### config.mk
export PLATFORM = sky130hd
export DESIGN_NAME = ifm_pool_top
export DESIGN_NICKNAME = d
export VERILOG_FILES = /design/src/hw/ifm_pool_pkg.sv /design/src/hw/ifm_pool_top.sv /design/src/hw/ifm_mem_array.sv /design/src/hw/max_pool_unit.sv /design/src/hw/pool_read_ctrl.sv /design/src/hw/ifm_write_ctrl.sv /design/src/hw/ifm_bank.sv
export SDC_FILE = /design/constraint.sdc
export NUM_CORES = 1
export LEC_CHECK = 0
export BUFFER_PORTS_ARGS = -buffer_cell sky130_fd_sc_hd__buf_2
export CORE_MARGIN = 2
export CORE_UTILIZATION = 55
export DETAILED_ROUTE_END_ITERATION = 10
export PLACE_DENSITY = 0.71
export SLEW_MARGIN = 0
export SYNTH_ARGS = -nofsm -noshare
export SYNTH_HDL_FRONTEND = slang
export SYNTH_HIERARCHICAL = 1
export SYNTH_SLANG_ARGS = --single-unit
### constraint.sdc
create_clock -name clk -period 6.5 [get_ports clk]
set_input_delay 0.65 -clock clk [delete_from_list [all_inputs] [get_ports clk]]
set_output_delay 0.65 -clock clk [all_outputs]
set_load 0.02 [all_outputs]
### src/hw/ifm_pool_pkg.sv
package ifm_pool_pkg;

	// ****************************************
	// Pixel format
	// ****************************************

	// Unsigned feature map value
	localparam int PIXEL_WIDTH = 16;

	typedef logic [PIXEL_WIDTH-1:0] pixel_t;

	// ****************************************
	// Default geometry
	// ****************************************

	localparam int DEFAULT_UNITS = 4;

	// Even side length keeps each pair inside one row
	localparam int DEFAULT_IFM_SIZE = 4;

	// Read controller states
	typedef enum logic [1:0]
	{
		POOL_IDLE,
		POOL_READ,
		POOL_DRAIN
	} pool_state_e;

endpackage
### src/hw/ifm_pool_top.sv
`timescale 1ns/1ps

module ifm_pool_top #(
	parameter int NUMBER_OF_UNITS = ifm_pool_pkg::DEFAULT_UNITS,
	parameter int IFM_SIZE = ifm_pool_pkg::DEFAULT_IFM_SIZE,
	localparam int ADDR_WIDTH = $clog2(IFM_SIZE * IFM_SIZE)
) (
	input  logic                                        clk,
	input  logic                                        rst_n,
	input  logic                                        in_valid,
	input  ifm_pool_pkg::pixel_t [NUMBER_OF_UNITS-1:0]  in_pixels,
	output logic                                        busy,
	output logic                                        out_valid,
	output ifm_pool_pkg::pixel_t [NUMBER_OF_UNITS-1:0]  out_pixels
);

	logic                                       wr_en;
	logic [ADDR_WIDTH-1:0]                      wr_addr;
	logic                                       frame_done;
	logic                                       rd_en;
	logic [ADDR_WIDTH-1:0]                      rd_addr_a;
	logic [ADDR_WIDTH-1:0]                      rd_addr_b;
	logic                                       rd_valid;
	ifm_pool_pkg::pixel_t [NUMBER_OF_UNITS-1:0] pix_a;
	ifm_pool_pkg::pixel_t [NUMBER_OF_UNITS-1:0] pix_b;

	// ****************************************
	// Previous layer side
	// ****************************************

	ifm_write_ctrl #(
		.IFM_SIZE(IFM_SIZE)
	) write_ctrl_i (
		.clk        (clk),
		.rst_n      (rst_n),
		.in_valid   (in_valid),
		.busy       (busy),
		.wr_en      (wr_en),
		.wr_addr    (wr_addr),
		.frame_done (frame_done)
	);

	ifm_mem_array #(
		.NUMBER_OF_UNITS(NUMBER_OF_UNITS),
		.IFM_SIZE(IFM_SIZE)
	) mem_array_i (
		.clk       (clk),
		.rst_n     (rst_n),
		.wr_en     (wr_en),
		.wr_addr   (wr_addr),
		.wr_pixels (in_pixels),
		.rd_en     (rd_en),
		.rd_addr_a (rd_addr_a),
		.rd_addr_b (rd_addr_b),
		.pix_a     (pix_a),
		.pix_b     (pix_b),
		.rd_valid  (rd_valid)
	);

	// ****************************************
	// Pooling side
	// ****************************************

	pool_read_ctrl #(
		.IFM_SIZE(IFM_SIZE)
	) read_ctrl_i (
		.clk        (clk),
		.rst_n      (rst_n),
		.frame_done (frame_done),
		.rd_en      (rd_en),
		.rd_addr_a  (rd_addr_a),
		.rd_addr_b  (rd_addr_b),
		.busy       (busy)
	);

	max_pool_unit #(
		.NUMBER_OF_UNITS(NUMBER_OF_UNITS)
	) pool_i (
		.clk        (clk),
		.rst_n      (rst_n),
		.pix_a      (pix_a),
		.pix_b      (pix_b),
		.rd_valid   (rd_valid),
		.out_valid  (out_valid),
		.out_pixels (out_pixels)
	);

endmodule

### src/hw/ifm_mem_array.sv
`timescale 1ns/1ps

module ifm_mem_array #(
	parameter int NUMBER_OF_UNITS = ifm_pool_pkg::DEFAULT_UNITS,
	parameter int IFM_SIZE = ifm_pool_pkg::DEFAULT_IFM_SIZE,
	localparam int ADDR_WIDTH = $clog2(IFM_SIZE * IFM_SIZE)
) (
	input  logic                                        clk,
	input  logic                                        rst_n,
	input  logic                                        wr_en,
	input  logic [ADDR_WIDTH-1:0]                       wr_addr,
	input  ifm_pool_pkg::pixel_t [NUMBER_OF_UNITS-1:0]  wr_pixels,
	input  logic                                        rd_en,
	input  logic [ADDR_WIDTH-1:0]                       rd_addr_a,
	input  logic [ADDR_WIDTH-1:0]                       rd_addr_b,
	output ifm_pool_pkg::pixel_t [NUMBER_OF_UNITS-1:0]  pix_a,
	output ifm_pool_pkg::pixel_t [NUMBER_OF_UNITS-1:0]  pix_b,
	output logic                                        rd_valid
);

	logic [ADDR_WIDTH-1:0] addr_a;

	// Shared port A address for writes and pooling reads
	assign addr_a = wr_en ? wr_addr : rd_addr_a;

	// Bank read latency is one cycle
	always_ff @(posedge clk or negedge rst_n)
	begin
		if (!rst_n)
		begin
			rd_valid <= 1'b0;
		end
		else
		begin
			rd_valid <= rd_en;
		end
	end

	// ****************************************
	// One bank per processing unit
	// ****************************************

	for (genvar u = 0; u < NUMBER_OF_UNITS; u++)
	begin : g_bank
		ifm_bank #(
			.IFM_SIZE(IFM_SIZE)
		) bank_i (
			.clk       (clk),
			.wr_en_a   (wr_en),
			.addr_a    (addr_a),
			.wr_data_a (wr_pixels[u]),
			.rd_en     (rd_en),
			.addr_b    (rd_addr_b),
			.rd_data_a (pix_a[u]),
			.rd_data_b (pix_b[u])
		);
	end

endmodule

### src/hw/max_pool_unit.sv
`timescale 1ns/1ps

module max_pool_unit #(
	parameter int NUMBER_OF_UNITS = ifm_pool_pkg::DEFAULT_UNITS
) (
	input  logic                                        clk,
	input  logic                                        rst_n,
	input  ifm_pool_pkg::pixel_t [NUMBER_OF_UNITS-1:0]  pix_a,
	input  ifm_pool_pkg::pixel_t [NUMBER_OF_UNITS-1:0]  pix_b,
	input  logic                                        rd_valid,
	output logic                                        out_valid,
	output ifm_pool_pkg::pixel_t [NUMBER_OF_UNITS-1:0]  out_pixels
);

	ifm_pool_pkg::pixel_t [NUMBER_OF_UNITS-1:0] lane_max;

	// Unsigned compare per lane
	always_comb
	begin
		for (int u = 0; u < NUMBER_OF_UNITS; u++)
		begin
			lane_max[u] = (pix_a[u] >= pix_b[u]) ? pix_a[u] : pix_b[u];
		end
	end

	always_ff @(posedge clk)
	begin
		if (rd_valid)
		begin
			out_pixels <= lane_max;
		end
	end

	always_ff @(posedge clk or negedge rst_n)
	begin
		if (!rst_n)
		begin
			out_valid <= 1'b0;
		end
		else
		begin
			out_valid <= rd_valid;
		end
	end

endmodule

### src/hw/pool_read_ctrl.sv
`timescale 1ns/1ps

module pool_read_ctrl #(
	parameter int IFM_SIZE = ifm_pool_pkg::DEFAULT_IFM_SIZE,
	localparam int ADDR_WIDTH = $clog2(IFM_SIZE * IFM_SIZE)
) (
	input  logic                  clk,
	input  logic                  rst_n,
	input  logic                  frame_done,
	output logic                  rd_en,
	output logic [ADDR_WIDTH-1:0] rd_addr_a,
	output logic [ADDR_WIDTH-1:0] rd_addr_b,
	output logic                  busy
);

	localparam int PAIR_WIDTH = ADDR_WIDTH - 1;
	localparam int NUM_PAIRS = IFM_SIZE * IFM_SIZE / 2;
	localparam logic [PAIR_WIDTH-1:0] LAST_PAIR = PAIR_WIDTH'(NUM_PAIRS - 1);

	ifm_pool_pkg::pool_state_e state;
	ifm_pool_pkg::pool_state_e state_next;
	logic [PAIR_WIDTH-1:0]     pair_idx;
	logic                      drain_cnt;

	// ****************************************
	// Next state
	// ****************************************

	always_comb
	begin
		state_next = state;
		case (state)
			ifm_pool_pkg::POOL_IDLE:
			begin
				if (frame_done)
				begin
					state_next = ifm_pool_pkg::POOL_READ;
				end
			end
			ifm_pool_pkg::POOL_READ:
			begin
				if (pair_idx == LAST_PAIR)
				begin
					state_next = ifm_pool_pkg::POOL_DRAIN;
				end
			end
			ifm_pool_pkg::POOL_DRAIN:
			begin
				// Bank read and pooling register both empty
				if (drain_cnt)
				begin
					state_next = ifm_pool_pkg::POOL_IDLE;
				end
			end
			default:
			begin
				state_next = ifm_pool_pkg::POOL_IDLE;
			end
		endcase
	end

	always_ff @(posedge clk or negedge rst_n)
	begin
		if (!rst_n)
		begin
			state     <= ifm_pool_pkg::POOL_IDLE;
			pair_idx  <= '0;
			drain_cnt <= 1'b0;
		end
		else
		begin
			state <= state_next;
			if (state == ifm_pool_pkg::POOL_READ)
			begin
				pair_idx <= (pair_idx == LAST_PAIR) ? '0 : pair_idx + 1'b1;
			end
			if (state == ifm_pool_pkg::POOL_DRAIN)
			begin
				drain_cnt <= !drain_cnt;
			end
		end
	end

	assign rd_en = (state == ifm_pool_pkg::POOL_READ);
	assign busy = (state != ifm_pool_pkg::POOL_IDLE);

	// Neighbouring pixels 2k and 2k+1
	assign rd_addr_a = {pair_idx, 1'b0};
	assign rd_addr_b = {pair_idx, 1'b1};

endmodule

### src/hw/ifm_write_ctrl.sv
`timescale 1ns/1ps

module ifm_write_ctrl #(
	parameter int IFM_SIZE = ifm_pool_pkg::DEFAULT_IFM_SIZE,
	localparam int ADDR_WIDTH = $clog2(IFM_SIZE * IFM_SIZE)
) (
	input  logic                  clk,
	input  logic                  rst_n,
	input  logic                  in_valid,
	input  logic                  busy,
	output logic                  wr_en,
	output logic [ADDR_WIDTH-1:0] wr_addr,
	output logic                  frame_done
);

	localparam logic [ADDR_WIDTH-1:0] LAST_ADDR = ADDR_WIDTH'(IFM_SIZE * IFM_SIZE - 1);

	// Strobes during pooling are dropped
	assign wr_en = in_valid && !busy;

	// Row-major write pointer that wraps at the end of the frame
	always_ff @(posedge clk or negedge rst_n)
	begin
		if (!rst_n)
		begin
			wr_addr    <= '0;
			frame_done <= 1'b0;
		end
		else
		begin
			frame_done <= 1'b0;
			if (wr_en)
			begin
				if (wr_addr == LAST_ADDR)
				begin
					wr_addr    <= '0;
					frame_done <= 1'b1;
				end
				else
				begin
					wr_addr <= wr_addr + 1'b1;
				end
			end
		end
	end

endmodule

### src/hw/ifm_bank.sv
`timescale 1ns/1ps

module ifm_bank #(
	parameter int IFM_SIZE = ifm_pool_pkg::DEFAULT_IFM_SIZE,
	localparam int ADDR_WIDTH = $clog2(IFM_SIZE * IFM_SIZE)
) (
	input  logic                  clk,
	input  logic                  wr_en_a,
	input  logic [ADDR_WIDTH-1:0] addr_a,
	input  ifm_pool_pkg::pixel_t  wr_data_a,
	input  logic                  rd_en,
	input  logic [ADDR_WIDTH-1:0] addr_b,
	output ifm_pool_pkg::pixel_t  rd_data_a,
	output ifm_pool_pkg::pixel_t  rd_data_b
);

	localparam int DEPTH = IFM_SIZE * IFM_SIZE;

	ifm_pool_pkg::pixel_t mem [0:DEPTH-1];

	// Port A writes from the previous layer or reads for pooling
	always_ff @(posedge clk)
	begin
		if (wr_en_a)
		begin
			mem[addr_a] <= wr_data_a;
		end
		else if (rd_en)
		begin
			rd_data_a <= mem[addr_a];
		end
	end

	// Port B is read only
	always_ff @(posedge clk)
	begin
		if (rd_en)
		begin
			rd_data_b <= mem[addr_b];
		end
	end

endmodule

== Yosys cells after proc, flatten, opt, wreduce, memory -nomap -nowiden ==
Memories as Yosys holds them, arrays and structs flattened. A register that Yosys moved wholly into a read port is not among the register bits.
Cells that the tools add are included.
Word-level totals
  word-level logic and storage cells: 51
  RAM bits: 1024
  output and inout port bits: 66
  bits in registers: 77
  memories: 4
  bits of input ports: 67
Memory list
  mem_array_i.g_bank[0].bank_i.mem: depth 16, width 16, read ports 2, clocked after memory_dff 2, write ports 1, RTL line ifm_bank.sv:19  | ifm_pool_pkg::pixel_t mem [0:DEPTH-1];
  mem_array_i.g_bank[1].bank_i.mem: depth 16, width 16, read ports 2, clocked after memory_dff 2, write ports 1, RTL line ifm_bank.sv:19
  mem_array_i.g_bank[2].bank_i.mem: depth 16, width 16, read ports 2, clocked after memory_dff 2, write ports 1, RTL line ifm_bank.sv:19
  mem_array_i.g_bank[3].bank_i.mem: depth 16, width 16, read ports 2, clocked after memory_dff 2, write ports 1, RTL line ifm_bank.sv:19
Cells by class
  equal/unequal tests: 7
  order comparisons: 4
  $add $sub $neg: 2
  bitwise gates (word level): 1
  multiplexer cells: 15
  reduce and logical (&&, ||, !) cells: 7
Operators by type and width (count)
  $ge A16 B16 Y1: 4
  $mux W16: 4
  $mux W4: 2
  $mux W2: 3
  $pmux W2 S3: 1
  $add A4 B1 Y4 const B: 1
  $eq A4 B4 Y1 const B: 1
  $mux W1: 4
  $ne A2 B1 Y1 const B: 2
  $add A3 B1 Y3 const B: 1
  $eq A3 B3 Y1 const B: 1
  $mux W3: 1
  $reduce_and A3 Y1: 1
  $eq A2 B1 Y1 const B: 1
  $eq A2 B2 Y1 const B: 1
  $logic_not A1 Y1: 2
  $logic_not A2 Y1: 1
  $ne A2 B2 Y1 const B: 1
  $reduce_and A2 Y1: 1
  $reduce_bool A2 Y1: 1
  $logic_and A1 B1 Y1: 1
  $not A1 Y1: 1

== Logic depth before layout (Yosys ltp) ==
  depth in word-level cells: 5
  mapped depth: 10
  gate-level depth less buffers: 7

== Hierarchy ==
The synthesis kept the hierarchy.
Modules (own cells, without submodules)
  ifm_bank at mem_array_i.g_bank[1].bank_i ...: area an instance 12582.1 µm², instances 3, cells an instance 588, seq. area each 8648.3 µm²
  ifm_bank at mem_array_i.g_bank[0].bank_i: area an instance 12608.3 µm², instances 1, cells an instance 589, seq. area each 8648.3 µm²
  max_pool_unit: area an instance 4475.5 µm², instances 1, cells an instance 350, seq. area each 1946.9 µm²
  pool_read_ctrl: area an instance 341.6 µm², instances 1, cells an instance 29, seq. area each 150.1 µm²
  ifm_write_ctrl: area an instance 230.2 µm², instances 1, cells an instance 22, seq. area each 125.1 µm²
  ifm_mem_array: area an instance 70.1 µm², instances 1, cells an instance 5, seq. area each 25.0 µm²

== Least setup slack after synthesis ==
No wires, ideal clock.
  path type: reg2reg
  start point: reg read_ctrl_i.state[1]
  end point: mem mem_array_i/g_bank[0].bank_i/mem[0][0] (netlist bit), enable pin
  period minus slack after synthesis: 3.768 ns
  setup time: 0.409 ns
  stages on the path, launching flop included: 7
  buffers on the path: 0
  data required time: 6.091 ns
  arrival time: 3.359 ns
  path slack: 2.732 ns
  path through: dfrtp_1 or2_2 nand2b_4 inv_2 mux2_2 or3b_2 nor3_1
Between the ends
  elaborated cells between the ends (all ways): 6
  those cells by class: 3 x mux; 3 x reduce/logical
RTL lines
  from (decl): RTL line pool_read_ctrl.sv:20  | ifm_pool_pkg::pool_state_e state;
  from (signal assigned): RTL line pool_read_ctrl.sv:66  | state <= ifm_pool_pkg::POOL_IDLE;
  from (signal assigned): RTL line pool_read_ctrl.sv:72  | state <= state_next;
  $reduce_bool A2 Y1: RTL line pool_read_ctrl.sv:85  | assign busy = (state != ifm_pool_pkg::POOL_IDLE);
  named net busy: RTL line ifm_pool_top.sv:12  | output logic busy,
  $logic_not A1 Y1: RTL line ifm_write_ctrl.sv:19  | assign wr_en = in_valid && !busy;
  $logic_and A1 B1 Y1: RTL line ifm_write_ctrl.sv:19
  named net wr_en: RTL line ifm_pool_top.sv:17  | logic wr_en;
  $mux W4: RTL line ifm_mem_array.sv:24  | assign addr_a = wr_en ? wr_addr : rd_addr_a;
  named net mem_array_i.addr_a[3]: RTL line ifm_mem_array.sv:21  | logic [ADDR_WIDTH-1:0] addr_a;
  to (decl): RTL line ifm_bank.sv:19
The timed path passes the listed nets, and every way through them passes these cells.

== Worst setup path after layout ==
  start point: reg read_ctrl_i.state[1]
  end point: reg mem_array_i.g_bank[0].bank_i.rd_data_a[10] (read register of mem_array_i.g_bank[0].bank_i.mem) (data pin)
Between the ends
  elaborated cells between the ends (all ways): 7
  those cells by class: 1 x eq/ne; 1 x mux; 1 x bitwise; 4 x reduce/logical
RTL lines
  $reduce_bool A2 Y1: RTL line pool_read_ctrl.sv:85
  $logic_not A1 Y1: RTL line ifm_write_ctrl.sv:19
  $logic_and A1 B1 Y1: RTL line ifm_write_ctrl.sv:19
  named net wr_en: RTL line ifm_pool_top.sv:17
  $mux W4: RTL line ifm_mem_array.sv:24
  named net mem_array_i.addr_a[0]: RTL line ifm_mem_array.sv:21
  to (decl): RTL line ifm_bank.sv:13  | output ifm_pool_pkg::pixel_t rd_data_a,
The timed path passes the listed nets, and every way through them passes these cells.
A chain may end at the register's enable or synchronous reset.

==> summary.txt <==
Clock network
  – CTS Buf Count: 121
  – CTS tree: done
  – Root buf cell: clkbuf_16
  – # H-tree levels: 3
  – Clk sinks: 1229
  – Clock Latency Late Sink: ~0.71 ns
  – Clock Pin Slew Worst Setup and Hold Paths: 0.06 ns
  – Longest Clk Path Bufs: 3

Synth
  – Yosys warns: 6
  – Most numerous cell in the Yosys netlist: edfxtp_1
  – Post-synthesis sequential area ratio: 66.4%
  – Cell taking the most area after synthesis: edfxtp_1
  – Syn_area_per_cell: 20.1 µm²
  – Async set-reset flop share out of synthesis: 1.06%
  – Post-synth EDFFs: 1216
  – Seq cells post-synth: 1229
  – Synth top area cells: edfxtp_1 66%, mux4_2 20%, a22oi_1 3.4%
  – Library cells used by synthesis: 52
  – Syn Std Cell Area: about 55000 µm²
  – Post-synth top cells: 1216 x edfxtp_1, 482 x mux4_2, 249 x a22oi_1
  – Post-synth top area share: 65.8%
  – Most used DFF post-synth: edfxtp_1
  – Mapped Cells: 2759
  – Post-Syn Nets: 2893

STA
  – Worst Skew: around 0.032 ns
  – Final Hold Vio Count: 0
  – Final setup violation count: 0
  – Post-route minimum period: 4.33 ns
  – Period utilisation layout: 66.6%
  – Unrepaired setup endpoints after global routing: false
  – Hold Worst Slack: 0.287 ns
  – Least-Margin Pin Slew: 1.28 ns
  – Achievable Freq: 0.231 GHz
  – Final-report max-slew violation count: 0
  – Worst rel slew slack: 14.4%
  – Setup TNS: 0 ns

Global route
  – Number of global-route vias before repair: 31100
  – Grt ovf: 0
  – Initial antenna violation count: 13
  – Largest net degree at the start of global routing: 257
  – Global-route wire length before repair: 202 mm
  – GRT Overall Usage: a little over a quarter

Floorplan
  – Num rows: around 120
  – Chip width: 322 µm
  – Ports: 133
  – Full die area: slightly above 100000 µm²
  – Starting Density: 55.5%
  – CORE AREA: 100000 µm²
  – Die H: 322 µm

Critical path
  – Crit-path max cell delay: 0.88 ns
  – Max Fanout on Critical Path: 80
  – Critical Path End Type: flop
  – Required time of the critical path: between 6 and 7 ns
  – Reg-to-reg startpoint: read_ctrl_i/state[1]$_DFFE_PN0P_
  – CP Class: flop to flop
  – Crit path DAT: 4.77 ns
  – Crit. Startpoint: read_ctrl_i/state[1]$_DFFE_PN0P_
  – Slowest CP cell: mux2_8
  – CP startpoint kind: flop
  – CP Cell Sequence: or2_2, nand2b_4, inv_2, mux2_8, buf_4, mux4_2, a22oi_2, nand2_1
  – Flop2flop setup slack: 2.17 ns

Placed design
  – # port buffers: 132
  – Placed instance count: around 4000
  – Placed instance area: 57600 µm²
  – DP HPWL: 77.6 mm
  – RD Place Congestion: approximately 0.79

Routing
  – Routed WL: around 140 mm
  – Antenna Nets Post-Route: 0
  – Drt first pass iters: 5
  – Initial DRC count: around 3600
  – Vias post-DR: 29700
  – Drt via density: 6.86
  – Average wire per standard cell: ~32 µm
  – Residual DRC: 0

Pwr
  – Lkg Pwr: just over 20 nW
  – VDD IR max: between 0.5 and 0.6 mV
  – Pwr dens: 440 nW/µm²

Worst hold path
  – Worst Hold Class: primary input to flop
  – HP Start: in_valid

Layout
  – Layout cell share with drive strength beyond 1: about a third
  – Layout area overhead: 10.7%
  – Non-filler cells, final: 4327
  – Util after Layout: 61.4%
  – Final instance area: 61400 µm²
  – Nets: 3061

Flow run
  – Max-cap violations: 0

Status
  – Run status: finished, final reports clean
[final timing paths]
check | to | depth (start not counted)
max in group asynchronous | mem_array_i/rd_valid$_DFF_PN0_ | 2
min in group asynchronous | read_ctrl_i/state[1]$_DFFE_PN0P_ | 2
hold / removal | write_ctrl_i/frame_done$_DFF_PN0_ | 3
hold reg to reg | read_ctrl_i/state[1]$_DFFE_PN0P_ | 1
setup / recovery | mem_array_i/g_bank[0].bank_i/rd_data_a[10]$_DFFE_PP_ | 8
setup reg to reg | mem_array_i/g_bank[0].bank_i/rd_data_a[10]$_DFFE_PP_ | 8
[critical path, delay by kind of cell (launching register included)]
kind	cells	cell delay, ns
AOI/OAI and AO/OA	1	0.21
and+or+nand+nor	3	0.56
buffers and inverters	2	1.17
muxes	2	1.49
DFF	1	0.43
[kinds of logic after synthesis]
| group | synth area share (%) |
|---|---|
| buffers and inverters | 2.63 |
| multiplexers | 22.7 |
| AO/OA/AOI/OAI | 4.24 |
| AND/OR/NAND/NOR | 2.50 |
| XOR/XNOR | 0.0316 |
| other | 0.0135 |
| flip-flops | 66.4 |
| adder cells (fa/ha/maj) | 1.51 |
[flip-flops by register name, summed over array words and instances, names as in the netlist]
| signal | cells |
|---|---|
| mem_array_i/g_bank.bank_i/mem | 1024 |
| mem_array_i/g_bank.bank_i/rd_data_a | 64 |
| mem_array_i/g_bank.bank_i/rd_data_b | 64 |
| mem_array_i/rd_valid | 1 |
| pool_i/out_pixels | 64 |
| pool_i/out_valid | 1 |
| read_ctrl_i/drain_cnt | 1 |
| read_ctrl_i/pair_idx | 3 |
| read_ctrl_i/state | 2 |
| write_ctrl_i/frame_done | 1 |
| write_ctrl_i/wr_addr | 4 |
[stage by stage]
| step | setup WS (ns) | total power [mW] |
|---|---|---|
| 2_1_floorplan | 2.73 | 17.4 |
| 3_3_place_gp | 2.21 | 20.1 |
| 3_5_place_dp | 2.10 | 20.3 |
| 4_1_cts | 2.12 | 27.1 |
| 5_1_grt | 1.88 | 28.1 |
| 6_report | 2.17 | 27.1 |
[metal layers]
layer | routed length (µm) | track usage (%) | vias up | share of wire [%]
met4 | 4050 | 8.43 | 18 | 2.9
met2 | 67300 | 43.7 | 1655 | 49
met3 | 14500 | 6.51 | 308 | 11
met1 | 51400 | 36.6 | 15600 | 37
met5 | 112 | 0 | - | 0.082
li1 | - | - | 12100 | -
[placed cells by master (no fill, tap or decap), types with 33 or more instances in the layout]
| cell | n |
|---|---|
| nor2_2 | 48 |
| nand2_1 | 147 |
| inv_1 | 71 |
| ha_1 | 67 |
| buf_4 | 101 |
| clkbuf_16 | 126 |
| mux2_4 | 33 |
| edfxtp_1 | 1216 |
| a22oi_1 | 249 |
| mux2_2 | 36 |
| buf_2 | 132 |
| mux4_2 | 482 |
[area by class of cell]
cell class | count | area [µm²]
Fill cell | 6810 | 38600
Sequential cell | 1229 | 36800
Multi-Input combinational cell | 1268 | 17400
Clock buffer | 156 | 3270
Tap cell | 1298 | 1620
Timing Repair Buffer | 235 | 1450
Clock inverter | 66 | 541
Inverter | 72 | 270
Antenna cell | 3 | 7.51
[power breakdown]
part | switching [mW] | internal, mW | total [mW]
Sequential | 0.678 | 10.2 | 10.9
Combinational | 5.47 | 3.92 | 9.39
Clock | 2.89 | 3.87 | 6.76
Total | 9.04 | 18.0 | 27.1
[what timing repair did]
action | in CTS | in global routing
resized for setup | 0 | 0
hold buffers | 1 | 0
buffers inserted | 0 | 0
endpoints found under the hold margin | 13 | 0
Power figures use the tool's default switching activity.
